### config.mk
export PLATFORM = sky130hd
export DESIGN_NAME = mig_mem_top
export DESIGN_NICKNAME = d
export VERILOG_FILES = /design/src/mig_mem_pkg.sv /design/src/mig_mem_top.sv /design/src/mig_picorv_bridge.sv /design/src/ddr_user_emu.sv /design/src/ddr_refresh_sched.sv
export VERILOG_INCLUDE_DIRS = /design/src
export SDC_FILE = /design/constraint.sdc
export NUM_CORES = 2
export LEC_CHECK = 0
export BUFFER_PORTS_ARGS = -buffer_cell sky130_fd_sc_hd__buf_2
export CORE_ASPECT_RATIO = 0.75
export CORE_MARGIN = 2
export CORE_UTILIZATION = 45
export DETAILED_ROUTE_END_ITERATION = 8
export PLACE_DENSITY_LB_ADDON = 0.12
export REMOVE_ABC_BUFFERS = 1
export SLEW_MARGIN = 20
export SYNTH_ARGS = -nofsm -noshare
export SYNTH_HDL_FRONTEND = slang
export SYNTH_HIERARCHICAL = 1
export SYNTH_SLANG_ARGS = --single-unit
### constraint.sdc
create_clock -name clk90 -period 4.29 [get_ports clk90]
set_input_delay 0.2145 -clock clk90 [delete_from_list [all_inputs] [get_ports clk90]]
set_output_delay 0.2145 -clock clk90 [all_outputs]
set_load 0.05 [all_outputs]
### src/mig_mem_cfg.svh
`ifndef MIG_MEM_CFG_SVH
`define MIG_MEM_CFG_SVH

//////////////////////////////////////////////////////////////////////
// Emulated burst store
//////////////////////////////////////////////////////////////////////

// 2**MEM_AW burst entries, higher user address bits alias
`define MEM_AW 6

//////////////////////////////////////////////////////////////////////
// Refresh
//////////////////////////////////////////////////////////////////////

`define REFRESH_INTERVAL 200
`define REFRESH_CYCLES 12

//////////////////////////////////////////////////////////////////////
// Controller latencies, clk90 cycles
//////////////////////////////////////////////////////////////////////

`define INIT_CYCLES 20
`define ACK_DELAY 2
`define READ_LATENCY 4

// Emulator delay counter, must hold the largest latency above
`define EMU_CNT_W 5

`endif
### src/mig_mem_pkg.sv
package mig_mem_pkg;

    // Native memory port
    typedef logic [23:0] mem_addr_t;
    typedef logic [31:0] mem_data_t;
    typedef logic [3:0]  mem_strb_t;

    // Burst address, native word address without bit 0
    typedef logic [22:0] user_addr_t;

    typedef enum logic [2:0] {
        cmd_nop   = 3'b000,
        cmd_init  = 3'b010,
        cmd_write = 3'b100,
        cmd_read  = 3'b110
    } ddr_cmd_t;

    typedef struct packed {
        mem_addr_t addr;
        mem_data_t wdata;
        mem_strb_t strb;
    } mem_req_t;

    typedef struct packed {
        ddr_cmd_t   cmd;
        user_addr_t addr;
    } user_cmd_t;

    // Mask bit set means the byte is left alone
    typedef struct packed {
        mem_data_t data;
        mem_strb_t mask;
    } user_wr_t;

    typedef enum logic [3:0] {
        bs_startup,
        bs_wait_init,
        bs_idle,
        bs_wait_refresh,
        bs_write_cmd,
        bs_write_wait,
        bs_write_done,
        bs_read_cmd,
        bs_read_wait,
        bs_read_burst,
        bs_read_done
    } bridge_state_t;

    typedef enum logic [2:0] {
        ds_idle,
        ds_write,
        ds_read_wait,
        ds_read,
        ds_wait
    } datapath_state_t;

    typedef enum logic [3:0] {
        es_idle,
        es_init,
        es_refresh,
        es_ack,
        es_write,
        es_read_wait,
        es_read_word0,
        es_read_word1,
        es_burst
    } emu_state_t;

endpackage

### src/mig_mem_top.sv
module mig_mem_top import mig_mem_pkg::*; (
    input  logic      clk90,
    input  logic      sys_rst180,
    input  mem_req_t  mem_req,
    input  logic      mem_valid,
    output logic      mem_ready,
    output mem_data_t mem_rdata
);

    // Controller user interface
    user_cmd_t user_cmd;
    user_wr_t  user_wr;
    mem_data_t user_rd_data;
    logic      burst_done;
    logic      user_cmd_ack;
    logic      user_data_valid;
    logic      init_done;

    // Refresh handshake
    logic      auto_refresh_req;
    logic      ar_done;

    mig_picorv_bridge u_bridge (
        .clk90            (clk90),
        .sys_rst180       (sys_rst180),
        .mem_req          (mem_req),
        .mem_valid        (mem_valid),
        .mem_ready        (mem_ready),
        .mem_rdata        (mem_rdata),
        .auto_refresh_req (auto_refresh_req),
        .ar_done          (ar_done),
        .init_done        (init_done),
        .user_cmd_ack     (user_cmd_ack),
        .user_rd_data     (user_rd_data),
        .user_data_valid  (user_data_valid),
        .user_cmd         (user_cmd),
        .user_wr          (user_wr),
        .burst_done       (burst_done)
    );

    ddr_refresh_sched u_refresh_sched (
        .clk90            (clk90),
        .sys_rst180       (sys_rst180),
        .init_done        (init_done),
        .ar_done          (ar_done),
        .auto_refresh_req (auto_refresh_req)
    );

    ddr_user_emu u_user_emu (
        .clk90            (clk90),
        .sys_rst180       (sys_rst180),
        .user_cmd         (user_cmd),
        .user_wr          (user_wr),
        .burst_done       (burst_done),
        .auto_refresh_req (auto_refresh_req),
        .user_cmd_ack     (user_cmd_ack),
        .user_rd_data     (user_rd_data),
        .user_data_valid  (user_data_valid),
        .init_done        (init_done),
        .ar_done          (ar_done)
    );

endmodule

### src/mig_picorv_bridge.sv
module mig_picorv_bridge import mig_mem_pkg::*; (
    input  logic      clk90,
    input  logic      sys_rst180,
    input  mem_req_t  mem_req,
    input  logic      mem_valid,
    output logic      mem_ready,
    output mem_data_t mem_rdata,
    input  logic      auto_refresh_req,
    input  logic      ar_done,
    input  logic      init_done,
    input  logic      user_cmd_ack,
    input  mem_data_t user_rd_data,
    input  logic      user_data_valid,
    output user_cmd_t user_cmd,
    output user_wr_t  user_wr,
    output logic      burst_done
);

    bridge_state_t   state;
    datapath_state_t dp_state;
    logic [1:0]      wait_cnt;
    logic            rd_captured;

    // Read word already taken by the datapath
    assign rd_captured = (dp_state == ds_read) || (dp_state == ds_wait);

    //////////////////////////////////////////////////////////////////////
    // Command FSM
    //////////////////////////////////////////////////////////////////////

    always_ff @(posedge clk90) begin
        if (sys_rst180) begin
            state         <= bs_startup;
            user_cmd.cmd  <= cmd_nop;
            user_cmd.addr <= '0;
            burst_done    <= 1'b0;
            mem_ready     <= 1'b0;
            wait_cnt      <= 2'd0;
        end else begin
            case (state)
                bs_startup: begin
                    mem_ready <= 1'b0;
                    if (!init_done) begin
                        user_cmd.cmd <= cmd_init;
                        state        <= bs_wait_init;
                    end else begin
                        state <= bs_idle;
                    end
                end
                bs_wait_init: begin
                    // Init is a one-cycle command without acknowledge
                    user_cmd.cmd <= cmd_nop;
                    if (init_done) begin
                        state <= bs_idle;
                    end
                end
                bs_idle: begin
                    mem_ready <= 1'b0;
                    if (auto_refresh_req) begin
                        state <= bs_wait_refresh;
                    end else if (mem_valid && !mem_ready && !user_cmd_ack) begin
                        // Skip the cycle right after a ready, master still holds valid
                        user_cmd.addr <= mem_req.addr[23:1];
                        if (mem_req.strb != '0) begin
                            user_cmd.cmd <= cmd_write;
                            state        <= bs_write_cmd;
                        end else begin
                            user_cmd.cmd <= cmd_read;
                            state        <= bs_read_cmd;
                        end
                    end
                end
                bs_wait_refresh: begin
                    if (ar_done) begin
                        state <= bs_idle;
                    end
                end
                bs_write_cmd: begin
                    if (user_cmd_ack) begin
                        wait_cnt <= 2'd3;
                        state    <= bs_write_wait;
                    end
                end
                bs_write_wait: begin
                    if (wait_cnt == 2'd1) begin
                        burst_done <= 1'b1;
                        wait_cnt   <= 2'd2;
                        state      <= bs_write_done;
                    end else begin
                        wait_cnt <= wait_cnt - 2'd1;
                    end
                end
                bs_write_done: begin
                    user_cmd.cmd <= cmd_nop;
                    if (wait_cnt == 2'd1) begin
                        burst_done <= 1'b0;
                        mem_ready  <= 1'b1;
                        state      <= bs_idle;
                    end else begin
                        wait_cnt <= wait_cnt - 2'd1;
                    end
                end
                bs_read_cmd: begin
                    if (user_cmd_ack) begin
                        wait_cnt <= 2'd3;
                        state    <= bs_read_wait;
                    end
                end
                bs_read_wait: begin
                    if (wait_cnt == 2'd1) begin
                        burst_done <= 1'b1;
                        wait_cnt   <= 2'd2;
                        state      <= bs_read_burst;
                    end else begin
                        wait_cnt <= wait_cnt - 2'd1;
                    end
                end
                bs_read_burst: begin
                    user_cmd.cmd <= cmd_nop;
                    if (wait_cnt == 2'd1) begin
                        burst_done <= 1'b0;
                        if (rd_captured) begin
                            state <= bs_read_done;
                        end
                    end else begin
                        wait_cnt <= wait_cnt - 2'd1;
                    end
                end
                bs_read_done: begin
                    // Ready held until the master lets go
                    if (!mem_valid) begin
                        mem_ready <= 1'b0;
                        state     <= bs_idle;
                    end else begin
                        mem_ready <= 1'b1;
                    end
                end
                default: state <= bs_startup;
            endcase
        end
    end

    //////////////////////////////////////////////////////////////////////
    // Datapath FSM
    //////////////////////////////////////////////////////////////////////

    always_ff @(posedge clk90) begin
        if (sys_rst180 || !init_done) begin
            dp_state     <= ds_idle;
            user_wr.mask <= '1;
        end else begin
            case (dp_state)
                ds_idle: begin
                    if (user_cmd_ack) begin
                        if (user_cmd.cmd == cmd_write) begin
                            user_wr.data <= mem_req.wdata;
                            user_wr.mask <= ~mem_req.strb;
                            dp_state     <= ds_write;
                        end else if (user_cmd.cmd == cmd_read) begin
                            dp_state <= ds_read_wait;
                        end
                    end
                end
                ds_write: begin
                    // Second burst word is fully masked
                    user_wr.mask <= '1;
                    dp_state     <= ds_wait;
                end
                ds_read_wait: begin
                    if (user_data_valid) begin
                        mem_rdata <= user_rd_data;
                        dp_state  <= ds_read;
                    end
                end
                ds_read: dp_state <= ds_wait;
                ds_wait: begin
                    if (!user_cmd_ack) begin
                        dp_state <= ds_idle;
                    end
                end
                default: dp_state <= ds_idle;
            endcase
        end
    end

endmodule

### src/ddr_user_emu.sv
`include "mig_mem_cfg.svh"

module ddr_user_emu import mig_mem_pkg::*; (
    input  logic      clk90,
    input  logic      sys_rst180,
    input  user_cmd_t user_cmd,
    input  user_wr_t  user_wr,
    input  logic      burst_done,
    input  logic      auto_refresh_req,
    output logic      user_cmd_ack,
    output mem_data_t user_rd_data,
    output logic      user_data_valid,
    output logic      init_done,
    output logic      ar_done
);

    localparam int CW     = `EMU_CNT_W;
    localparam int DEPTH  = 2 ** `MEM_AW;
    localparam int NBYTES = $bits(mem_strb_t);

    emu_state_t         state;
    logic [CW-1:0]      cnt;
    logic [`MEM_AW-1:0] idx;
    logic               is_read;
    logic               bd_q;
    logic               burst_end;
    mem_data_t          store [DEPTH];

    // Bridge has closed its burst_done window
    assign burst_end = bd_q && !burst_done;

    //////////////////////////////////////////////////////////////////////
    // Burst store, word 0 only
    //////////////////////////////////////////////////////////////////////

    always_ff @(posedge clk90) begin
        if (state == es_write && cnt == '0) begin
            for (int b = 0; b < NBYTES; b++) begin
                if (!user_wr.mask[b]) begin
                    store[idx][8*b +: 8] <= user_wr.data[8*b +: 8];
                end
            end
        end
    end

    //////////////////////////////////////////////////////////////////////
    // Controller FSM
    //////////////////////////////////////////////////////////////////////

    always_ff @(posedge clk90) begin
        if (sys_rst180) begin
            state           <= es_idle;
            cnt             <= '0;
            user_cmd_ack    <= 1'b0;
            user_data_valid <= 1'b0;
            init_done       <= 1'b0;
            ar_done         <= 1'b0;
            bd_q            <= 1'b0;
        end else begin
            ar_done <= 1'b0;
            bd_q    <= burst_done;
            case (state)
                es_idle: begin
                    // ar_done still high means the request is about to clear
                    if (auto_refresh_req && !ar_done && user_cmd.cmd == cmd_nop) begin
                        cnt   <= CW'(`REFRESH_CYCLES - 1);
                        state <= es_refresh;
                    end else if (user_cmd.cmd == cmd_init) begin
                        cnt   <= CW'(`INIT_CYCLES - 1);
                        state <= es_init;
                    end else if (user_cmd.cmd == cmd_write || user_cmd.cmd == cmd_read) begin
                        is_read <= (user_cmd.cmd == cmd_read);
                        idx     <= user_cmd.addr[`MEM_AW-1:0];
                        cnt     <= CW'(`ACK_DELAY - 1);
                        state   <= es_ack;
                    end
                end
                es_init: begin
                    if (cnt == '0) begin
                        init_done <= 1'b1;
                        state     <= es_idle;
                    end else begin
                        cnt <= cnt - CW'(1);
                    end
                end
                es_refresh: begin
                    if (cnt == '0) begin
                        ar_done <= 1'b1;
                        state   <= es_idle;
                    end else begin
                        cnt <= cnt - CW'(1);
                    end
                end
                es_ack: begin
                    if (cnt == '0) begin
                        user_cmd_ack <= 1'b1;
                        if (is_read) begin
                            cnt   <= CW'(`READ_LATENCY - 1);
                            state <= es_read_wait;
                        end else begin
                            // Word 0 shows up the cycle after the acknowledge
                            cnt   <= CW'(1);
                            state <= es_write;
                        end
                    end else begin
                        cnt <= cnt - CW'(1);
                    end
                end
                es_write: begin
                    if (cnt == '0) begin
                        state <= es_burst;
                    end else begin
                        cnt <= cnt - CW'(1);
                    end
                end
                es_read_wait: begin
                    if (cnt == '0) begin
                        user_data_valid <= 1'b1;
                        user_rd_data    <= store[idx];
                        state           <= es_read_word0;
                    end else begin
                        cnt <= cnt - CW'(1);
                    end
                end
                es_read_word0: begin
                    // Second word has no backing storage
                    user_rd_data <= '0;
                    state        <= es_read_word1;
                end
                es_read_word1: begin
                    user_data_valid <= 1'b0;
                    state           <= es_burst;
                end
                es_burst: begin
                    if (burst_end) begin
                        user_cmd_ack <= 1'b0;
                        state        <= es_idle;
                    end
                end
                default: state <= es_idle;
            endcase
        end
    end

endmodule

### src/ddr_refresh_sched.sv
`include "mig_mem_cfg.svh"

module ddr_refresh_sched (
    input  logic clk90,
    input  logic sys_rst180,
    input  logic init_done,
    input  logic ar_done,
    output logic auto_refresh_req
);

    localparam int CNT_W = $clog2(`REFRESH_INTERVAL);

    logic [CNT_W-1:0] interval_cnt;

    //////////////////////////////////////////////////////////////////////
    // Interval count, paused while a request is open
    //////////////////////////////////////////////////////////////////////

    always_ff @(posedge clk90) begin
        if (sys_rst180) begin
            interval_cnt     <= '0;
            auto_refresh_req <= 1'b0;
        end else if (!init_done) begin
            interval_cnt <= '0;
        end else if (auto_refresh_req) begin
            // Held until the controller finishes
            if (ar_done) begin
                auto_refresh_req <= 1'b0;
                interval_cnt     <= '0;
            end
        end else if (interval_cnt == CNT_W'(`REFRESH_INTERVAL - 1)) begin
            auto_refresh_req <= 1'b1;
        end else begin
            interval_cnt <= interval_cnt + CNT_W'(1);
        end
    end

endmodule

==> qor.csv <==
metric,value,unit
Antenna Violating Nets Remaining,0,
Hold Crit Depth,2,
fillers,15000,
number of max-cap violations,0,
I/O pins,96,
mapped cell area,86100,µm²
CP max stage delay,1.06,ns
Worst R2R End,u_user_emu/user_rd_data[7],
num rows,138,
CP most frequent cell,buf_12,
yosys warns,6,
final WL,259000,µm
DRT Pass-1 Iters,6,
area of the multi-input gates,18900,µm²
Min-Delay Path Class,in2reg,
H-tree Lvls,4,
Clock Sinks,2203,
cell family with most CP delay,flip-flops,
Min-Delay Startpoint,mem_req[27],
design area,99100,µm²
setup tns final,0,ns
Register Area,65700,µm²
r2r setup slk,0.61,ns
Final Max Tran Viols,0,
Peak VDD IR,0.499,mV
RSZ-0062 raised after global routing,no,
share of post-route cells with drive strength above 1,27.9,%
Resized cells post-CTS,0,
highest achievable clock rate,272,MHz
Lkg Pwr,31.9,nW
FF-to-FF path depth,7,
critical path class,reg2reg,
first-pass GRT wire length,358000,µm
Slew HR,23.2,%
cells along the critical path,buf_12 > buf_12 > mux4_2 > a22o_1 > nor4_1 > buf_4 > nor3_1,
Power Dens Cells,442,nW/µm²
crit path time final,3.68,ns
status,finished clean,
vias in the first global route,44100,
final core occ,52.3,%
clock latency on the worst-skew pair,0.86,ns
Hold Path End,u_bridge/user_wr[27],
drt drc,0,
setup ws final,0.613,ns
routed via count,46200,
post-detail-place hpwl,166000,µm
pin count of the biggest net entering global routing,65,
Inserted Clock Buffers,209,
Worst Max-Slew Pin Slew,1.15,ns
Worst Skew,0.0248,ns
endpoints failing setup,0,
CP max FO,33,
core area,189000,µm²
CP arrival,4.26,ns
kind of start point of the critical path,flip-flop,
Avg Inst Size Synth,20.1,µm²
Setup Slack @ Placement,0.623,ns
CTS tree,built,
Nets,4870,
WP buf/inv,3,
Vert. Die Dim,383,µm
PortBufs,77,
GPL Wtd Cong,0.862,
Final period util,85.7,%
Starting Density,45.4,%
Clock Pin Slew Worst Setup and Hold Paths,0.06,ns
cells after synthesis,4283,
Max clock buf depth,3,
initial antenna violation count,19,
initial DRC count,6164,
vias per std cell,6.16,
Die Area,195000,µm²
"Req. time, crit path",4.87,ns
post-CTS setup buffer count,0,
"Slowest-stage cell, CP",dfxtp_4,
CTS root buf,clkbuf_16,
Area after DPL,91700,µm²
Routed WL per cell,34.5,µm
GR Util All Layers,26.6,%
gr ovfl total,0,
P&R area growth vs syn,15.1,%
Crit. End Element,flip-flop,
final hold violation count,0,
Die X,509,µm
cell usage in the layout (no fill, tap or decap), types with 27 or more instances in the layout:
master	n
clkbuf_16	211
edfxtp_1	2151
nor2_1	318
a22oi_1	59
o22ai_1	41
nor3_1	38
nand2_1	213
o21ai_0	36
nand3_1	54
mux4_2	483
mux2i_1	134
mux2_2	29
clkinv_1	43
buf_2	77
dlygate4sd3_1	50
clkbuf_1	30
dfxtp_1	46
buf_4	401
clkinv_2	46
a21oi_1	66
buf_12	27
stage by stage:
| step | power (W) | std cells | hold slack, ns |
|---|---|---|---|
| 5_1_grt | 0.0450 | 7492 | 0.0498 |
| 4_1_cts | 0.0440 | 7490 | 0.0170 |
| 2_1_floorplan | 0.0253 | 4033 | 0.284 |
| 3_5_place_dp | 0.0256 | 7058 | 0.393 |
| 6_report | 0.0438 | 7503 | 0.0716 |
| 3_3_place_gp | 0.0256 | 7058 | 0.391 |
metal layers:
layer | wire length [µm] | global-route usage [%] | vias up
met5 | 101 | 0 | -
met4 | 7230 | 6.74 | 16
met3 | 27300 | 7.09 | 372
met2 | 113000 | 38.2 | 2356
met1 | 111000 | 40.3 | 24800
li1 | - | - | 18600
how the worst max path moves through the flow:
stage              start  depth (start not counted)  slack, ns                           to
5_1_grt        flip-flop                          7       0.49   u_user_emu/user_rd_data[7]
6_report       flip-flop                          7       0.61   u_user_emu/user_rd_data[7]
4_1_cts        flip-flop                          7       0.60   u_user_emu/user_rd_data[7]
3_3_place_gp   flip-flop                          7       0.56   u_user_emu/user_rd_data[7]
2_1_floorplan  flip-flop                          5     -20.61  u_user_emu/user_rd_data[26]
3_5_place_dp   flip-flop                          7       0.62   u_user_emu/user_rd_data[7]
sequential cells by signal, indices dropped and copies added, names as in the netlist, 2 cells and up, named ones only:
name,flops
u_bridge/dp_state,3
u_bridge/mem_rdata,32
u_bridge/state,4
u_bridge/user_cmd,8
u_bridge/user_wr,36
u_bridge/wait_cnt,2
u_refresh_sched/interval_cnt,8
u_user_emu/cnt,5
u_user_emu/idx,6
u_user_emu/state,4
u_user_emu/store,2048
u_user_emu/user_rd_data,32
where the power goes:
| group | switching, W | leakage (nW) | internal, W |
|---|---|---|---|
| combinational | 0.00100 | 8.84 | 0.000704 |
| clock | 0.00814 | 3.30 | 0.0104 |
| sequential | 0.000182 | 19.8 | 0.0233 |
| total | 0.00933 | 31.9 | 0.0344 |
area by class of cell:
cell class                      instances  area share (%)
Antenna cell                           11          0.0278
Clock buffer                          241            5.44
Clock inverter                        141            1.38
Inverter                               25          0.0947
Multi-Input combinational cell       1805            19.1
Sequential cell                      2203            66.3
Tap cell                             2520            3.18
Timing Repair Buffer                  557            4.51
worst reg2reg max path: cells and delay by family (launching register included):
kind                   cells  cell delay, ns
AO/OA/AOI/OAI              1            0.29
buffers and inverters      3            0.90
flip-flops                 1            1.06
multiplexers               1            0.54
AND/OR/NAND/NOR            2            0.63
repair_timing:
action	in CTS	in global routing
endpoints found under the hold margin	68	0
setup endpoints to repair	0	0
hold buffers	50	0
Power figures use the tool's default switching activity.
